<file path="src/include/fpm_config.svh">
`ifndef FPM_CONFIG_SVH
`define FPM_CONFIG_SVH

// exponent widths
`define FPM_EXP_W 8
`define FPM_WEXP_W 10
`define FPM_SHIFT_W 6

// operand fully shifted out past this
`define FPM_MANT_BITS 40

// flow control
`define FPM_IN_CREDITS 2
`define FPM_OUT_CREDITS 2

// float op codes
`define FPM_OP_AF 2'd0
`define FPM_OP_SF 2'd1
`define FPM_OP_MF 2'd2
`define FPM_OP_DF 2'd3

`endif

</file>
<file path="src/verilog/fpm_pkg.sv">
`include "fpm_config.svh"

package fpm_pkg;

	// operand and result exponent
	typedef logic signed [`FPM_EXP_W-1:0] exp_t;

	// exponent with two guard bits
	typedef logic signed [`FPM_WEXP_W-1:0] wexp_t;

	// alignment count, 0..40
	typedef logic [`FPM_SHIFT_W-1:0] shift_t;

	typedef logic [1:0] op_t;

	// sequencer states
	typedef enum logic [1:0] {
		st_idle,
		st_calc,
		st_align,
		st_emit
	} ctrl_state_t;

endpackage

</file>
<file path="src/verilog/fpm_exp_unit.sv">
`timescale 1ns/1ps
`include "fpm_config.svh"

module fpm_exp_unit (
	input  logic            f2strob,
	input  logic            _0_d_,
	input  logic            exp_load,
	input  fpm_pkg::op_t    exp_op,
	input  fpm_pkg::exp_t   exp_ea,
	input  fpm_pkg::exp_t   exp_eb,
	output fpm_pkg::wexp_t  sum,
	output fpm_pkg::shift_t shift,
	output logic            swap,
	output logic            far,
	output logic            ovf,
	output logic            unf
);

	fpm_pkg::wexp_t d_reg;
	fpm_pkg::wexp_t b_reg;
	fpm_pkg::op_t op_reg;
	fpm_pkg::wexp_t b_bus;
	fpm_pkg::wexp_t add_out;
	logic [`FPM_WEXP_W-1:0] mag;
	logic addsub;
	logic b_inv;

	// D and B registers, sign extended into the guard bits
	always_ff @(posedge f2strob) begin
		if (exp_load) begin
			d_reg <= {{(`FPM_WEXP_W-`FPM_EXP_W){exp_ea[`FPM_EXP_W-1]}}, exp_ea};
			b_reg <= {{(`FPM_WEXP_W-`FPM_EXP_W){exp_eb[`FPM_EXP_W-1]}}, exp_eb};
		end
	end

	always_ff @(posedge f2strob or negedge _0_d_) begin
		if (!_0_d_) begin
			op_reg <= `FPM_OP_AF;
		end else if (exp_load) begin
			op_reg <= exp_op;
		end
	end

	assign addsub = (op_reg == `FPM_OP_AF) || (op_reg == `FPM_OP_SF);

	// only multiply adds B as is, everything else subtracts
	assign b_inv = (op_reg != `FPM_OP_MF);
	assign b_bus = b_inv ? ~b_reg : b_reg;
	assign add_out = d_reg + b_bus + {{(`FPM_WEXP_W-1){1'b0}}, b_inv};

	assign mag = add_out[`FPM_WEXP_W-1] ? -add_out : add_out;

	// range detectors and exponent mux
	always_comb begin
		swap = 1'b0;
		far = 1'b0;
		shift = '0;
		ovf = 1'b0;
		unf = 1'b0;
		sum = add_out;
		if (addsub) begin
			swap = add_out[`FPM_WEXP_W-1];
			far = (mag >= `FPM_MANT_BITS);
			if (far) begin
				shift = `FPM_SHIFT_W'(`FPM_MANT_BITS);
			end else begin
				shift = mag[`FPM_SHIFT_W-1:0];
			end
			// keep the larger exponent
			sum = swap ? b_reg : d_reg;
		end else begin
			ovf = (add_out > 10'sd127);
			unf = (add_out < -10'sd128);
		end
	end

	// detectors settle within the cycle after a load
	a_flags_known: assert property (
		@(posedge f2strob) disable iff (!_0_d_)
		exp_load |=> !$isunknown({sum, shift, swap, far, ovf, unf})
	);

endmodule

</file>
<file path="src/verilog/fpm_shift_cnt.sv">
`timescale 1ns/1ps
`include "fpm_config.svh"

module fpm_shift_cnt (
	input  logic            f2strob,
	input  logic            _0_d_,
	input  logic            cnt_load,
	input  fpm_pkg::shift_t cnt_value,
	output logic            cnt_zero
);

	fpm_pkg::shift_t cnt;

	// one alignment step per clock
	always_ff @(posedge f2strob or negedge _0_d_) begin
		if (!_0_d_) begin
			cnt <= '0;
		end else if (cnt_load) begin
			cnt <= cnt_value;
		end else if (cnt != '0) begin
			cnt <= cnt - 1'b1;
		end
	end

	assign cnt_zero = (cnt == '0);

	// parked at zero until the next load
	a_no_underflow: assert property (
		@(posedge f2strob) disable iff (!_0_d_)
		(cnt_zero && !cnt_load) |=> cnt_zero
	);

endmodule

</file>
<file path="src/verilog/fpm_ctrl.sv">
`timescale 1ns/1ps
`include "fpm_config.svh"

module fpm_ctrl (
	input  logic            f2strob,
	input  logic            _0_d_,
	input  logic            req_valid,
	input  fpm_pkg::op_t    req_op,
	input  fpm_pkg::exp_t   req_ea,
	input  fpm_pkg::exp_t   req_eb,
	output logic            in_credit,
	output logic            exp_load,
	output fpm_pkg::op_t    exp_op,
	output fpm_pkg::exp_t   exp_ea,
	output fpm_pkg::exp_t   exp_eb,
	input  logic            far,
	input  fpm_pkg::shift_t shift,
	output logic            cnt_load,
	output fpm_pkg::shift_t cnt_value,
	input  logic            cnt_zero,
	input  logic            out_credit,
	output logic            res_valid
);

	fpm_pkg::ctrl_state_t state;
	fpm_pkg::op_t q_op [`FPM_IN_CREDITS];
	fpm_pkg::exp_t q_ea [`FPM_IN_CREDITS];
	fpm_pkg::exp_t q_eb [`FPM_IN_CREDITS];
	logic wr_ptr;
	logic rd_ptr;
	logic [1:0] q_count;
	logic [1:0] out_cnt;
	fpm_pkg::op_t cur_op;
	logic pop;
	logic need_align;

	// request queue
	always_ff @(posedge f2strob) begin
		if (req_valid) begin
			q_op[wr_ptr] <= req_op;
			q_ea[wr_ptr] <= req_ea;
			q_eb[wr_ptr] <= req_eb;
		end
	end

	always_ff @(posedge f2strob or negedge _0_d_) begin
		if (!_0_d_) begin
			wr_ptr <= 1'b0;
			rd_ptr <= 1'b0;
			q_count <= 2'd0;
		end else begin
			if (req_valid) begin
				wr_ptr <= ~wr_ptr;
			end
			if (pop) begin
				rd_ptr <= ~rd_ptr;
			end
			q_count <= q_count + {1'b0, req_valid} - {1'b0, pop};
		end
	end

	assign pop = (state == fpm_pkg::st_idle) && (q_count != 2'd0);

	// head goes straight to the D/B registers
	assign exp_load = pop;
	assign exp_op = q_op[rd_ptr];
	assign exp_ea = q_ea[rd_ptr];
	assign exp_eb = q_eb[rd_ptr];

	assign need_align = ((cur_op == `FPM_OP_AF) || (cur_op == `FPM_OP_SF)) &&
		!far && (shift != '0);
	assign cnt_load = (state == fpm_pkg::st_calc) && need_align;
	assign cnt_value = shift;

	// result credits, spent while res_valid is up
	always_ff @(posedge f2strob or negedge _0_d_) begin
		if (!_0_d_) begin
			out_cnt <= 2'(`FPM_OUT_CREDITS);
		end else begin
			out_cnt <= out_cnt + {1'b0, out_credit} - {1'b0, res_valid};
		end
	end

	always_ff @(posedge f2strob or negedge _0_d_) begin
		if (!_0_d_) begin
			state <= fpm_pkg::st_idle;
			cur_op <= `FPM_OP_AF;
			in_credit <= 1'b0;
			res_valid <= 1'b0;
		end else begin
			in_credit <= pop;
			res_valid <= 1'b0;
			case (state)
				fpm_pkg::st_idle: begin
					if (pop) begin
						cur_op <= exp_op;
						state <= fpm_pkg::st_calc;
					end
				end
				fpm_pkg::st_calc: begin
					state <= need_align ? fpm_pkg::st_align : fpm_pkg::st_emit;
				end
				fpm_pkg::st_align: begin
					if (cnt_zero) begin
						state <= fpm_pkg::st_emit;
					end
				end
				fpm_pkg::st_emit: begin
					// hold here under back-pressure
					if (out_cnt != 2'd0) begin
						res_valid <= 1'b1;
						state <= fpm_pkg::st_idle;
					end
				end
				default: state <= fpm_pkg::st_idle;
			endcase
		end
	end

	// upstream only sends while it holds a credit
	a_no_push_full: assert property (
		@(posedge f2strob) disable iff (!_0_d_)
		req_valid |-> (q_count < `FPM_IN_CREDITS)
	);

	a_credit_max: assert property (
		@(posedge f2strob) disable iff (!_0_d_)
		out_cnt <= `FPM_OUT_CREDITS
	);

	a_valid_credit: assert property (
		@(posedge f2strob) disable iff (!_0_d_)
		res_valid |-> (out_cnt != 2'd0)
	);

endmodule

</file>
<file path="src/verilog/fpm_top.sv">
`timescale 1ns/1ps
`include "fpm_config.svh"

module fpm_top (
	input  logic            f2strob,
	input  logic            _0_d_,
	input  logic            req_valid,
	input  fpm_pkg::op_t    req_op,
	input  fpm_pkg::exp_t   req_ea,
	input  fpm_pkg::exp_t   req_eb,
	output logic            in_credit,
	input  logic            out_credit,
	output logic            res_valid,
	output fpm_pkg::exp_t   res_exp,
	output fpm_pkg::shift_t res_shift,
	output logic            res_swap,
	output logic            res_far,
	output logic            res_ovf,
	output logic            res_unf
);

	logic exp_load;
	fpm_pkg::op_t exp_op;
	fpm_pkg::exp_t exp_ea;
	fpm_pkg::exp_t exp_eb;
	fpm_pkg::wexp_t sum;
	fpm_pkg::shift_t shift;
	logic far;
	logic cnt_load;
	fpm_pkg::shift_t cnt_value;
	logic cnt_zero;

	fpm_ctrl fpm_ctrl_i (
		.f2strob    (f2strob),
		._0_d_      (_0_d_),
		.req_valid  (req_valid),
		.req_op     (req_op),
		.req_ea     (req_ea),
		.req_eb     (req_eb),
		.in_credit  (in_credit),
		.exp_load   (exp_load),
		.exp_op     (exp_op),
		.exp_ea     (exp_ea),
		.exp_eb     (exp_eb),
		.far        (far),
		.shift      (shift),
		.cnt_load   (cnt_load),
		.cnt_value  (cnt_value),
		.cnt_zero   (cnt_zero),
		.out_credit (out_credit),
		.res_valid  (res_valid)
	);

	fpm_exp_unit fpm_exp_unit_i (
		.f2strob  (f2strob),
		._0_d_    (_0_d_),
		.exp_load (exp_load),
		.exp_op   (exp_op),
		.exp_ea   (exp_ea),
		.exp_eb   (exp_eb),
		.sum      (sum),
		.shift    (shift),
		.swap     (res_swap),
		.far      (far),
		.ovf      (res_ovf),
		.unf      (res_unf)
	);

	fpm_shift_cnt fpm_shift_cnt_i (
		.f2strob   (f2strob),
		._0_d_     (_0_d_),
		.cnt_load  (cnt_load),
		.cnt_value (cnt_value),
		.cnt_zero  (cnt_zero)
	);

	// guard bits dropped on the way out
	assign res_exp = sum[`FPM_EXP_W-1:0];
	assign res_shift = shift;
	assign res_far = far;

endmodule

</file>
<file path="config.mk">
export PLATFORM = sky130hd
export DESIGN_NAME = fpm_top
export DESIGN_NICKNAME = d
export VERILOG_FILES = /design/src/verilog/fpm_pkg.sv /design/src/verilog/fpm_exp_unit.sv /design/src/verilog/fpm_shift_cnt.sv /design/src/verilog/fpm_ctrl.sv /design/src/verilog/fpm_top.sv
export VERILOG_INCLUDE_DIRS = /design/src /design/src/include
export SDC_FILE = /design/constraint.sdc
export NUM_CORES = 1
export LEC_CHECK = 0
export ABC_AREA = 1
export BUFFER_PORTS_ARGS = -buffer_cell sky130_fd_sc_hd__buf_4
export CORE_MARGIN = 1
export CORE_UTILIZATION = 45
export CTS_CLUSTER_DIAMETER = 120
export DETAILED_ROUTE_END_ITERATION = 16
export PLACE_DENSITY_LB_ADDON = 0.1
export RECOVER_POWER = 50
export SYNTH_ARGS = -nofsm -noshare
export SYNTH_HDL_FRONTEND = slang
export SYNTH_SLANG_ARGS = --single-unit
</file>
<file path="constraint.sdc">
create_clock -name f2strob -period 5.55 [get_ports f2strob]
set_clock_uncertainty 0.15 [all_clocks]
set_input_delay 0.2775 -clock f2strob [delete_from_list [all_inputs] [get_ports f2strob]]
set_output_delay 0.2775 -clock f2strob [all_outputs]
set_load 0.005 [all_outputs]
</file>
Yosys cells after proc, flatten, opt, wreduce, memory -nomap -nowiden
Memories as Yosys holds them, arrays and structs flattened. A register that Yosys moved wholly into a read port is not among the register bits.
Index checks and enable logic that the tools add are counted.
{ "word_totals": {"regBits": 20, "mem_bits_rw": 36, "inputBits": 22, "output_inout_bits": 20, "wordCells": 75, "memories": 3} }
{ "memory_table": {"columns": ["name", "depth", "width", "rd", "rd_clocked_by_memory_dff", "write_ports", "line", "text"], "rows": [
  ["fpm_ctrl_i.q_ea", 2, 8, 1, 1, 1, "fpm_ctrl.sv:27", "fpm_pkg::exp_t q_ea [`FPM_IN_CREDITS];"],
  ["fpm_ctrl_i.q_eb", 2, 8, 1, 1, 1, "fpm_ctrl.sv:28", "fpm_pkg::exp_t q_eb [`FPM_IN_CREDITS];"],
  ["fpm_ctrl_i.q_op", 2, 2, 1, 0, 1, "fpm_ctrl.sv:26", "fpm_pkg::op_t q_op [`FPM_IN_CREDITS];"]
]} }
{ "classes": {"addsub": 8, "magnitude_cmp": 3, "eq_ne": 9, "mux": 21, "bitwise_logic": 3, "n_reduce_logical": 18} }
{ "ops": {"columns": ["cell", "count"], "rows": [
  ["6-bit two-way mux", 4],
  ["10-bit two-way mux", 2],
  ["8-bit two-way mux", 2],
  ["6-bit nonzero test", 2],
  ["10-bit by 1-bit adder with 10-bit output", 1],
  ["10-bit adder", 1],
  ["10-bit by 6-bit greater-or-equal comparator with 1-bit output (second input constant)", 1],
  ["10-bit by 8-bit greater-than comparator with 1-bit output (second input constant)", 1],
  ["10-bit by 8-bit < comparator with 1-bit output (second input constant)", 1],
  ["10-bit negator", 1],
  ["8-bit inverter with 10-bit output", 1],
  ["1-bit two-way mux", 9],
  ["2-bit one-hot mux with 4 select lines", 1],
  ["2-bit by 1-bit == test with 1-bit output (second input constant)", 3],
  ["2-bit logical NOT", 3],
  ["6-bit logical NOT", 1],
  ["2-bit two-way mux", 3],
  ["2-bit nonzero test", 3],
  ["6-bit by 1-bit subtractor with 6-bit output (second input constant)", 1],
  ["2-bit by 1-bit adder with 2-bit output", 2],
  ["2-bit == test (second input constant)", 2],
  ["1-bit logical AND", 4],
  ["2-bit by 1-bit inequality test with 1-bit output (second input constant)", 2],
  ["2-bit inequality test (second input constant)", 2],
  ["other kinds (6)", 9]
]} }

Logic depth before layout (Yosys ltp)
Gate-level depths: netlist of the first run.
{ "logic_depth": {"depth_word": 13, "depth_mapped": 27, "depth_no_buf": 25} }

Hierarchy
From an unflattened synthesis of the first run, not the netlist that was laid out.
{ "hier_totals": {"hier_cells": 448, "hier_area_um2": 4072.7} }
{ "by_module_without_submodules": {"columns": ["module", "n_inst", "cells_per_inst", "area_each_um2", "seq_area_each_um2"], "rows": [
  ["fpm_ctrl", 1, 165, 1963.1, 1357.6],
  ["fpm_exp_unit", 1, 228, 1696.6, 530.5],
  ["fpm_shift_cnt", 1, 55, 412.9, 150.1]
]} }

Worst setup path after synthesis of the first run
No wires, ideal clock.
{ "synth_timing": {"kind": "register -> register", "startpoint": "reg fpm_exp_unit_i.op_reg[1]", "endpoint": "reg fpm_shift_cnt_i.cnt[0]", "setup_ps": 117, "arrival_time_ps": 3632, "required_time_ps": 5283, "setup_slack_ps": 1651, "path_stages_with_launch": 22, "n_path_buf": 2, "synth_period_minus_slack_ps": 3899, "path_cell_list": "dfrtp_1 buf_2 clkinv_1 nor2_1 xor2_1 fa_1 inv_1 ha_1 inv_1 nor2_1 nand4_1 nand3_1 nand3_2 nor2_4 nand4_2 nand2_1 inv_1 nand3_2 nand3_2 buf_6 o21ai_1 inv_1"} }
{ "synth_between": {"elab_chain_len": 13, "word_cells_on_any_way": 20, "classes_between": "add/sub (3); order compare (1); eq/ne (2); mux (6); reduce/logical (8)"} }
{ "synth_lines": {"columns": ["item", "line", "text"], "rows": [
  ["start: declaration", "fpm_exp_unit.sv:21", "fpm_pkg::op_t op_reg;"],
  ["start signal: assignment", "fpm_exp_unit.sv:38", "op_reg <= `FPM_OP_AF;"],
  ["start signal: assignment", "fpm_exp_unit.sv:40", "op_reg <= exp_op;"],
  ["2-bit inequality test (no source line)", null, null],
  ["10-bit two-way mux", "fpm_exp_unit.sv:48", "assign b_bus = b_inv ? ~b_reg : b_reg;"],
  ["10-bit adder", "fpm_exp_unit.sv:49", "assign add_out = d_reg + b_bus + {{(`FPM_WEXP_W-1){1'b0}}, b_inv};"],
  ["10-bit by 1-bit adder with 10-bit output", "fpm_exp_unit.sv:49", null],
  ["10-bit negator", "fpm_exp_unit.sv:51", "assign mag = add_out[`FPM_WEXP_W-1] ? -add_out : add_out;"],
  ["10-bit two-way mux", "fpm_exp_unit.sv:51", null],
  ["10-bit by 6-bit greater-or-equal comparator with 1-bit output (no source line)", null, null],
  ["6-bit two-way mux / 1-bit two-way mux (equally long branches)", "fpm_exp_unit.sv:64, fpm_exp_unit.sv:61", null],
  ["6-bit two-way mux / 1-bit logical NOT (equally long branches)", "fpm_exp_unit.sv:61, fpm_ctrl.sv:71", null],
  ["6-bit nonzero test / 1-bit logical AND (equally long branches)", "fpm_ctrl.sv:71, fpm_ctrl.sv:70", null],
  ["1-bit logical AND", "fpm_ctrl.sv:70", "assign need_align = ((cur_op == `FPM_OP_AF) || (cur_op == `FPM_OP_SF)) &&"],
  ["1-bit logical AND", "fpm_ctrl.sv:72", "assign cnt_load = (state == fpm_pkg::st_calc) && need_align;"],
  ["6-bit two-way mux / 2-bit nonzero test (equally long branches)", null, null],
  ["end signal: assignment", "fpm_shift_cnt.sv:19", "cnt <= cnt_value;"],
  ["end signal: assignment", "fpm_shift_cnt.sv:21", "cnt <= cnt - 1'b1;"],
  ["end: declaration", "fpm_shift_cnt.sv:12", "fpm_pkg::shift_t cnt;"]
]} }
Parallel ways exist; a longest one is shown, timed or not.
A chain may end at the register's enable or synchronous reset.

Worst setup path after layout of the first run
{ "layout_timing": {"startpoint": "reg fpm_exp_unit_i.op_reg[1]", "endpoint": "out res_shift[5]"} }
{ "layout_between": {"elab_chain_len": 9, "word_cells_on_any_way": 12, "classes_between": "add/sub (3); order compare (1); eq/ne (2); mux (4); reduce/logical (2)"} }
{ "layout_lines": {"columns": ["item", "line", "text"], "rows": [
  ["2-bit inequality test (no source line)", null, null],
  ["10-bit two-way mux", "fpm_exp_unit.sv:48", null],
  ["10-bit adder", "fpm_exp_unit.sv:49", null],
  ["10-bit by 1-bit adder with 10-bit output", "fpm_exp_unit.sv:49", null],
  ["10-bit negator", "fpm_exp_unit.sv:51", null],
  ["10-bit two-way mux", "fpm_exp_unit.sv:51", null],
  ["10-bit by 6-bit greater-or-equal comparator with 1-bit output (no source line)", null, null],
  ["6-bit two-way mux", "fpm_exp_unit.sv:64", "if (far) begin"],
  ["6-bit two-way mux *", "fpm_exp_unit.sv:61", "if (addsub) begin"],
  ["end: declaration", "fpm_top.sv:15", "output fpm_pkg::shift_t res_shift,"]
]} }
Every way passes the cells marked *; elsewhere a longest branch is shown, timed or not.

==> summary.md, run 1 <==
| Metric | Value |
|---|---|
| Run status | completed |
| GR Layer Usage met3 | 0.0359 |
| Vias | 2907 |
| Critical path startpoint category | flip-flop |
| Final worst slack | 0.585 ns |
| Largest net degree at the start of global routing | 23 |
| Final wirelength | 7610 um |
| Cts repair resizes | 0 |
| Layout area overhead | 20.9% |
| Syn Area/Cell | 9.13 um^2 |
| Slew margin rel. | 0.330 |
| FILL cells | 760 |
| Crit path arrival time | 4.54 ns |
| Post-CTS setup buffers | 0 |
| Global-route track usage on met2 | 0.301 |
| Routability cong. | 0.870 |
| Syn nets | 472 |
| Nets | 540 |
| # clock sinks | 70 |
| Initial DRC Count | 107 |
| # setup viols final | 0 |
| Syn Inst Count | 429 |
| Die width | 95.3 um |
| Inserted Clock Buffers | 9 |
| Unique masters post-synth | 40 |
| Min-delay src | fpm_ctrl_i.wr_ptr$_DFFE_PN0P_ |
| Max-Cap Viols | 0 |
| Largest stage delay, worst path | 0.67 ns |
| Gr ovfl total | 0 |
| Post-layout minimum cycle time | 4.96 ns |
| Max Fclk | 201 MHz |
| Worst hold-check path type | reg2reg |
| DR pass1 iterations | 5 |
| IO Count | 42 |
| Setup WS pre-CTS | 0.963 ns |
| WS Path Type | reg2out |
| GRT Resource Usage Total | 0.187 |
| R2R depth | 20 |
| Hpwl dp | 5630 um |
| CP Capture Type | output pin |
| H-tree depth | 3 |
| Vias in the first global route | 2737 |
| Routed Antenna Nets | 0 |
| Terminus of the critical flop-to-flop path | fpm_shift_cnt_i.cnt[3]$_DFFE_PN0P_ |
| Clk_lat worst skew | 0.34 ns |
| Row cnt | 33 |
| CTS Root Cell | clkbuf_8 |
| DRC violations left | 0 |
| Yosys Warn Count | 0 |
| Hold Path Sink | fpm_ctrl_i.wr_ptr$_DFFE_PN0P_ |
| Synthesized area | 0.00392 mm^2 |
| Leading registers by flop count | fpm_ctrl_i.q_ea x16, fpm_ctrl_i.q_eb x16 |
| DR WL/cell | 12.5 um |
| Fraction of layout cells with a size suffix above 1 | 0.165 |
| Starting Density | 0.470 |
| Worst-Margin Slew | 1.01 ns |
| CP Max Fanout | 15 |
| Delay-heaviest family, CP | simple AND/OR/NAND/NOR gates |
| Final hold viol count | 0 |
| Period utilization | 0.895 |
| Die area | 0.00908 mm^2 |
| Hold depth | 1 |
| Worst Path Buf+Inv | 5 |
| Core area | 0.00834 mm^2 |
| Seq/Total Area, Yosys | 0.514 |
| Final hold slack | 0.350 ns |
| First-pass GRT wire length | 12700 um |
| Slowest cell on the critical path | dfrtp_1 |
| Start of the worst register-to-register path | fpm_exp_unit_i.op_reg[1]$_DFFE_PN0P_ |
| Crit path cell chain | clkinv_1 > nor2_1 > xor2_1 > fa_1 > nand2_1 > nand2_2 > nor3_4 > nand2_2 > nor2_2 > nand3_1 > o21ai_1 > inv_1 > nor2_4 > nand3_2 > inv_1 > nor2_1 > nor2_1 > inv_1 > buf_4 |
| Vias per Instance | 4.79 |
| Final Max Slew Viols | 0 |
| Unrepaired setup endpoints after global routing | false |
| Grt met1 use | 0.243 |
| Post-synthesis register bit count | 70 |
| CTS tree | built |
| Diode count | 0 |
| Setup TNS | 0 ns |
| Antenna violations before repair | 0 |
| Port Buffers | 41 |
| Busiest grt layer | met2 |
| Sequential Area | 0.00201 mm^2 |
| Reg2reg setup slack | 0.94 ns |
| Worst-case clock buffer depth | 2 |
| Multi-input gate area | 0.00161 mm^2 |
| Worst-path clk slew | 0.07 ns |
| Worst EP required | 5.12 ns |
| Die extent in y | 95.3 um |
## logic make-up after synthesis
group                    share of synthesized area
flip-flops                                   0.514
adder cells (fa/ha/maj)                     0.0690
AND/OR/NAND/NOR                              0.242
AO/OA/AOI/OAI                               0.0524
buffers and inverters                       0.0760
XOR/XNOR                                    0.0466
## per-layer routing
layer,vias up,wire [um]
li1,1526,-
met1,1313,3660
met2,56,3570
met3,12,251
met4,0,126
met5,-,0
## stage by stage
step / std cells / instance area [um^2] / utilization
2_1_floorplan: 429 / 3920 / -
3_3_place_gp: 570 / 4330 / 0.519
3_5_place_dp: 570 / 4330 / 0.519
4_1_cts: 607 / 4750 / 0.569
5_1_grt: 607 / 4740 / 0.568
6_report: 607 / 4740 / 0.568
## final cells by class
cell class / count / share of cell area
clock buffers: 10 / 0.0269
inverters: 69 / 0.0547
flip-flops and latches: 70 / 0.425
clock inverters: 6 / 0.0180
multi-input cells: 284 / 0.339
well taps: 105 / 0.0277
repair buffers: 63 / 0.109
## synth_stat cells, drive strengths merged
cell type	number	area [um^2]
a211oi	1	7.51
a21oi	11	55.1
a22oi	1	7.51
a31oi	2	12.5
buf	3	27.5
clkbuf	3	11.3
clkinv	2	7.51
dfrtp	17	425
dfstp	1	26.3
edfxtp	52	1560
fa	1	20.0
ha	20	250
inv	67	251
nand2	135	529
nand2b	1	6.26
nand3	22	145
nand3b	2	15.0
nand4	8	56.3
nor2	32	143
nor3	6	41.3
nor4	1	6.26
o2111ai	1	8.76
o211ai	2	15.0
o21ai	10	50.0
o221ai	1	8.76
o22ai	5	31.3
o31a	1	8.76
or2	1	6.26
xnor2	9	78.8
xor2	11	104
## placed cells by master, fill, tap and decap left out, types with 2 or more instances in the layout
cell           count
clkinv_1           3
nor2_4             2
dlygate4sd3_1     21
nand3_2            7
buf_4             19
nand2_2            9
clkbuf_1           4
nor2_1            27
nor3_1             5
bufinv_16          2
nand2_1          126
a21oi_1           11
xor2_1            10
inv_1             63
o211ai_1           2
nand3b_1           2
inv_2              4
clkbuf_8           9
xnor2_1            9
o21ai_1            5
dfrtp_1           17
nand3_1           15
nand4_1            7
o21ai_0            5
clkbuf_4          20
nor2_2             3
a31oi_1            2
edfxtp_1          52
ha_1              20
o22ai_1            5
## worst max-delay path by stage
stage | slack [ns] | from | end | cells after the start
finish | 0.59 | fpm_exp_unit_i.op_reg[1]$_DFFE_PN0P_ | res_shift[5] | 19
global route | 0.09 | fpm_exp_unit_i.op_reg[1]$_DFFE_PN0P_ | res_shift[5] | 21
CTS | 0.56 | fpm_exp_unit_i.op_reg[1]$_DFFE_PN0P_ | res_shift[5] | 19
detailed placement | 0.96 | fpm_exp_unit_i.op_reg[1]$_DFFE_PN0P_ | res_shift[5] | 19
global placement | 1.03 | fpm_exp_unit_i.op_reg[1]$_DFFE_PN0P_ | res_shift[5] | 19
floorplan | 1.65 | fpm_exp_unit_i.op_reg[1]$_DFFE_PN0P_ | fpm_shift_cnt_i.cnt[0]$_DFFE_PN0P_ | 21
## timing repair
action,4_1_cts,5_1_grt
hold buffers,21,0
endpoints found under the setup margin,0,0
hold endpoints to repair,56,0
Power of run 1 is not shown: default switching activity piles up to over one toggle a cycle in this logic, so the estimate is an artifact.
==> run 2, diff against run 1 <==
==> constraint.sdc (replaced) <==
create_clock -name f2strob -period 5.7 [get_ports f2strob]
set_clock_uncertainty 0.15 [all_clocks]
set_input_delay 0.285 -clock f2strob [delete_from_list [all_inputs] [get_ports f2strob]]
set_output_delay 0.285 -clock f2strob [all_outputs]
set_load 0.005 [all_outputs]
==> run 2 against run 1 <==
Non-clock buffer count fell by 1. Via count rose by 1.4%. Critical path type unchanged. Setup slack improved by 0.15 ns. Global-route usage fell by 0.32 points. Hold slack got worse by 0.32 ns. Highest routed layer unchanged.
==> summary.md, run 2 (synthesis results as in run 1) <==
| Metric | Value |
|---|---|
| CP Launch Point | fpm_exp_unit_i.op_reg[1]$_DFFE_PN0P_ |
| Nets | 539 |
| Worst hold-check path type | in2reg |
| Cts repair resizes | 0 |
| Antenna violations before repair | 0 |
| Final wirelength | 7560 um |
| Post-layout minimum cycle time | 4.97 ns |
| Hpwl dp | 5600 um |
| Slew margin rel. | 0.329 |
| Critical path startpoint category | flip-flop |
| Commonest non-fill, non-tap cell in the layout | nand2_1 |
| Unrepaired setup endpoints after global routing | false |
| Final worst slack | 0.730 ns |
| Period utilization | 0.872 |
| Largest stage delay, worst path | 0.68 ns |
| CP Max Fanout | 15 |
| Die extent in y | 95.3 um |
| Max Fclk | 201 MHz |
| DRC violations left | 0 |
| FILL cells | 759 |
| IO Count | 42 |
| CTS tree | built |
| Final hold viol count | 0 |
| Vias in the first global route | 2712 |
| Die width | 95.3 um |
| Diode count | 0 |
| Max-Cap Viols | 0 |
| Min-delay src | out_credit |
| Final Max Slew Viols | 0 |
| DR pass1 iterations | 5 |
| Gr ovfl total | 0 |
| Core area | 0.00834 mm^2 |
| Row cnt | 33 |
| WS Path Type | reg2out |
| Crit path cell chain | clkinv_1 > nor2_1 > xor2_1 > fa_1 > nand2_1 > nand2_2 > nor3_4 > nand2_2 > nor2_2 > inv_1 > nand2_1 > nand2_1 > nand2_1 > inv_1 > nand2_2 > nand3_2 > inv_1 > nor2_1 > nor2_1 > inv_1 > buf_4 |
| Layout area overhead | 20.2% |
| Setup WS pre-CTS | 1.07 ns |
| Die area | 0.00908 mm^2 |
| Starting Density | 0.470 |
| CP Capture Type | output pin |
| CTS Root Cell | clkbuf_8 |
| Post-Route Utilization | 0.565 |
| First-pass GRT wire length | 12600 um |
| Clk_lat worst skew | 0.33 ns |
| Initial DRC Count | 91 |
| Most frequent cells in the layout | nand2_1 (126), inv_1 (63), edfxtp_1 (52) |
| Worst-path clk slew | 0.07 ns |
| Worst-Margin Slew | 1.01 ns |
| # clock sinks | 70 |
| Inserted Clock Buffers | 9 |
| H-tree depth | 3 |
| Largest net degree at the start of global routing | 23 |
| Final hold slack | 0.0292 ns |
| Run status | completed |
| Port Buffers | 41 |
| Fraction of layout cells with a size suffix above 1 | 0.158 |
| Slowest cell on the critical path | dfrtp_1 |
| Routed Antenna Nets | 0 |
| Reg2reg setup slack | 1.13 ns |
| Worst Path Buf+Inv | 6 |
| Start of the worst register-to-register path | fpm_exp_unit_i.op_reg[1]$_DFFE_PN0P_ |
| Leading registers by flop count | fpm_ctrl_i.q_ea x16, fpm_ctrl_i.q_eb x16 |
| Delay-heaviest family, CP | simple AND/OR/NAND/NOR gates |
| Crit path arrival time | 4.53 ns |
| Vias | 2947 |
| Worst-case clock buffer depth | 2 |
| DR WL/cell | 12.5 um |
| # setup viols final | 0 |
| Setup TNS | 0 ns |
| Routability cong. | 0.877 |
| GRT Resource Usage Total | 0.184 |
| Vias per Instance | 4.86 |
| Worst EP required | 5.27 ns |
==> run 2: metrics by stage <==
step                cells  instance area (um^2)
floorplan             429                  3920
global placement      570                  4330
detailed placement    570                  4330
CTS                   606                  4730
global route          606                  4710
finish                606                  4710
==> run 2: layer usage <==
layer,global-route usage,vias up,part of all wire
li1,-,1525,-
met1,0.236,1329,0.47
met2,0.298,79,0.47
met3,0.0470,14,0.045
met4,0.0669,0,0.019
met5,0,-,0
==> run 2: path summary, 6_finish.rpt <==
| kind | endpoint | depth (start not counted) |
|---|---|---|
| min in group asynchronous | fpm_shift_cnt_i.cnt[4]$_DFFE_PN0P_ | 2 |
| setup reg to reg | fpm_shift_cnt_i.cnt[3]$_DFFE_PN0P_ | 22 |
| setup / recovery | res_shift[5] | 21 |
| max in group asynchronous | fpm_ctrl_i.rd_ptr$_DFFE_PN0P_ | 2 |
| hold / removal | fpm_ctrl_i.out_cnt[0]$_DFF_PN0_ | 2 |
| hold reg to reg | fpm_ctrl_i.wr_ptr$_DFFE_PN0P_ | 1 |
==> run 2: what timing repair did <==
action,in CTS,in global routing
hold buffers,20,0
endpoints found under the hold margin,55,0
buffers inserted,0,0
==> run 2: cell type report <==
type / instances / area [um^2] / share of cell area
clock inverter: 5 / 73.8 / 0.0157
timing repair buffer: 62 / 493 / 0.105
clock buffer: 11 / 131 / 0.0279
sequential: 70 / 2010 / 0.428
multi-input combinational: 284 / 1610 / 0.341
tap: 105 / 131 / 0.0279
inverter: 69 / 259 / 0.0550
Power of run 2 is left out for the same reason.
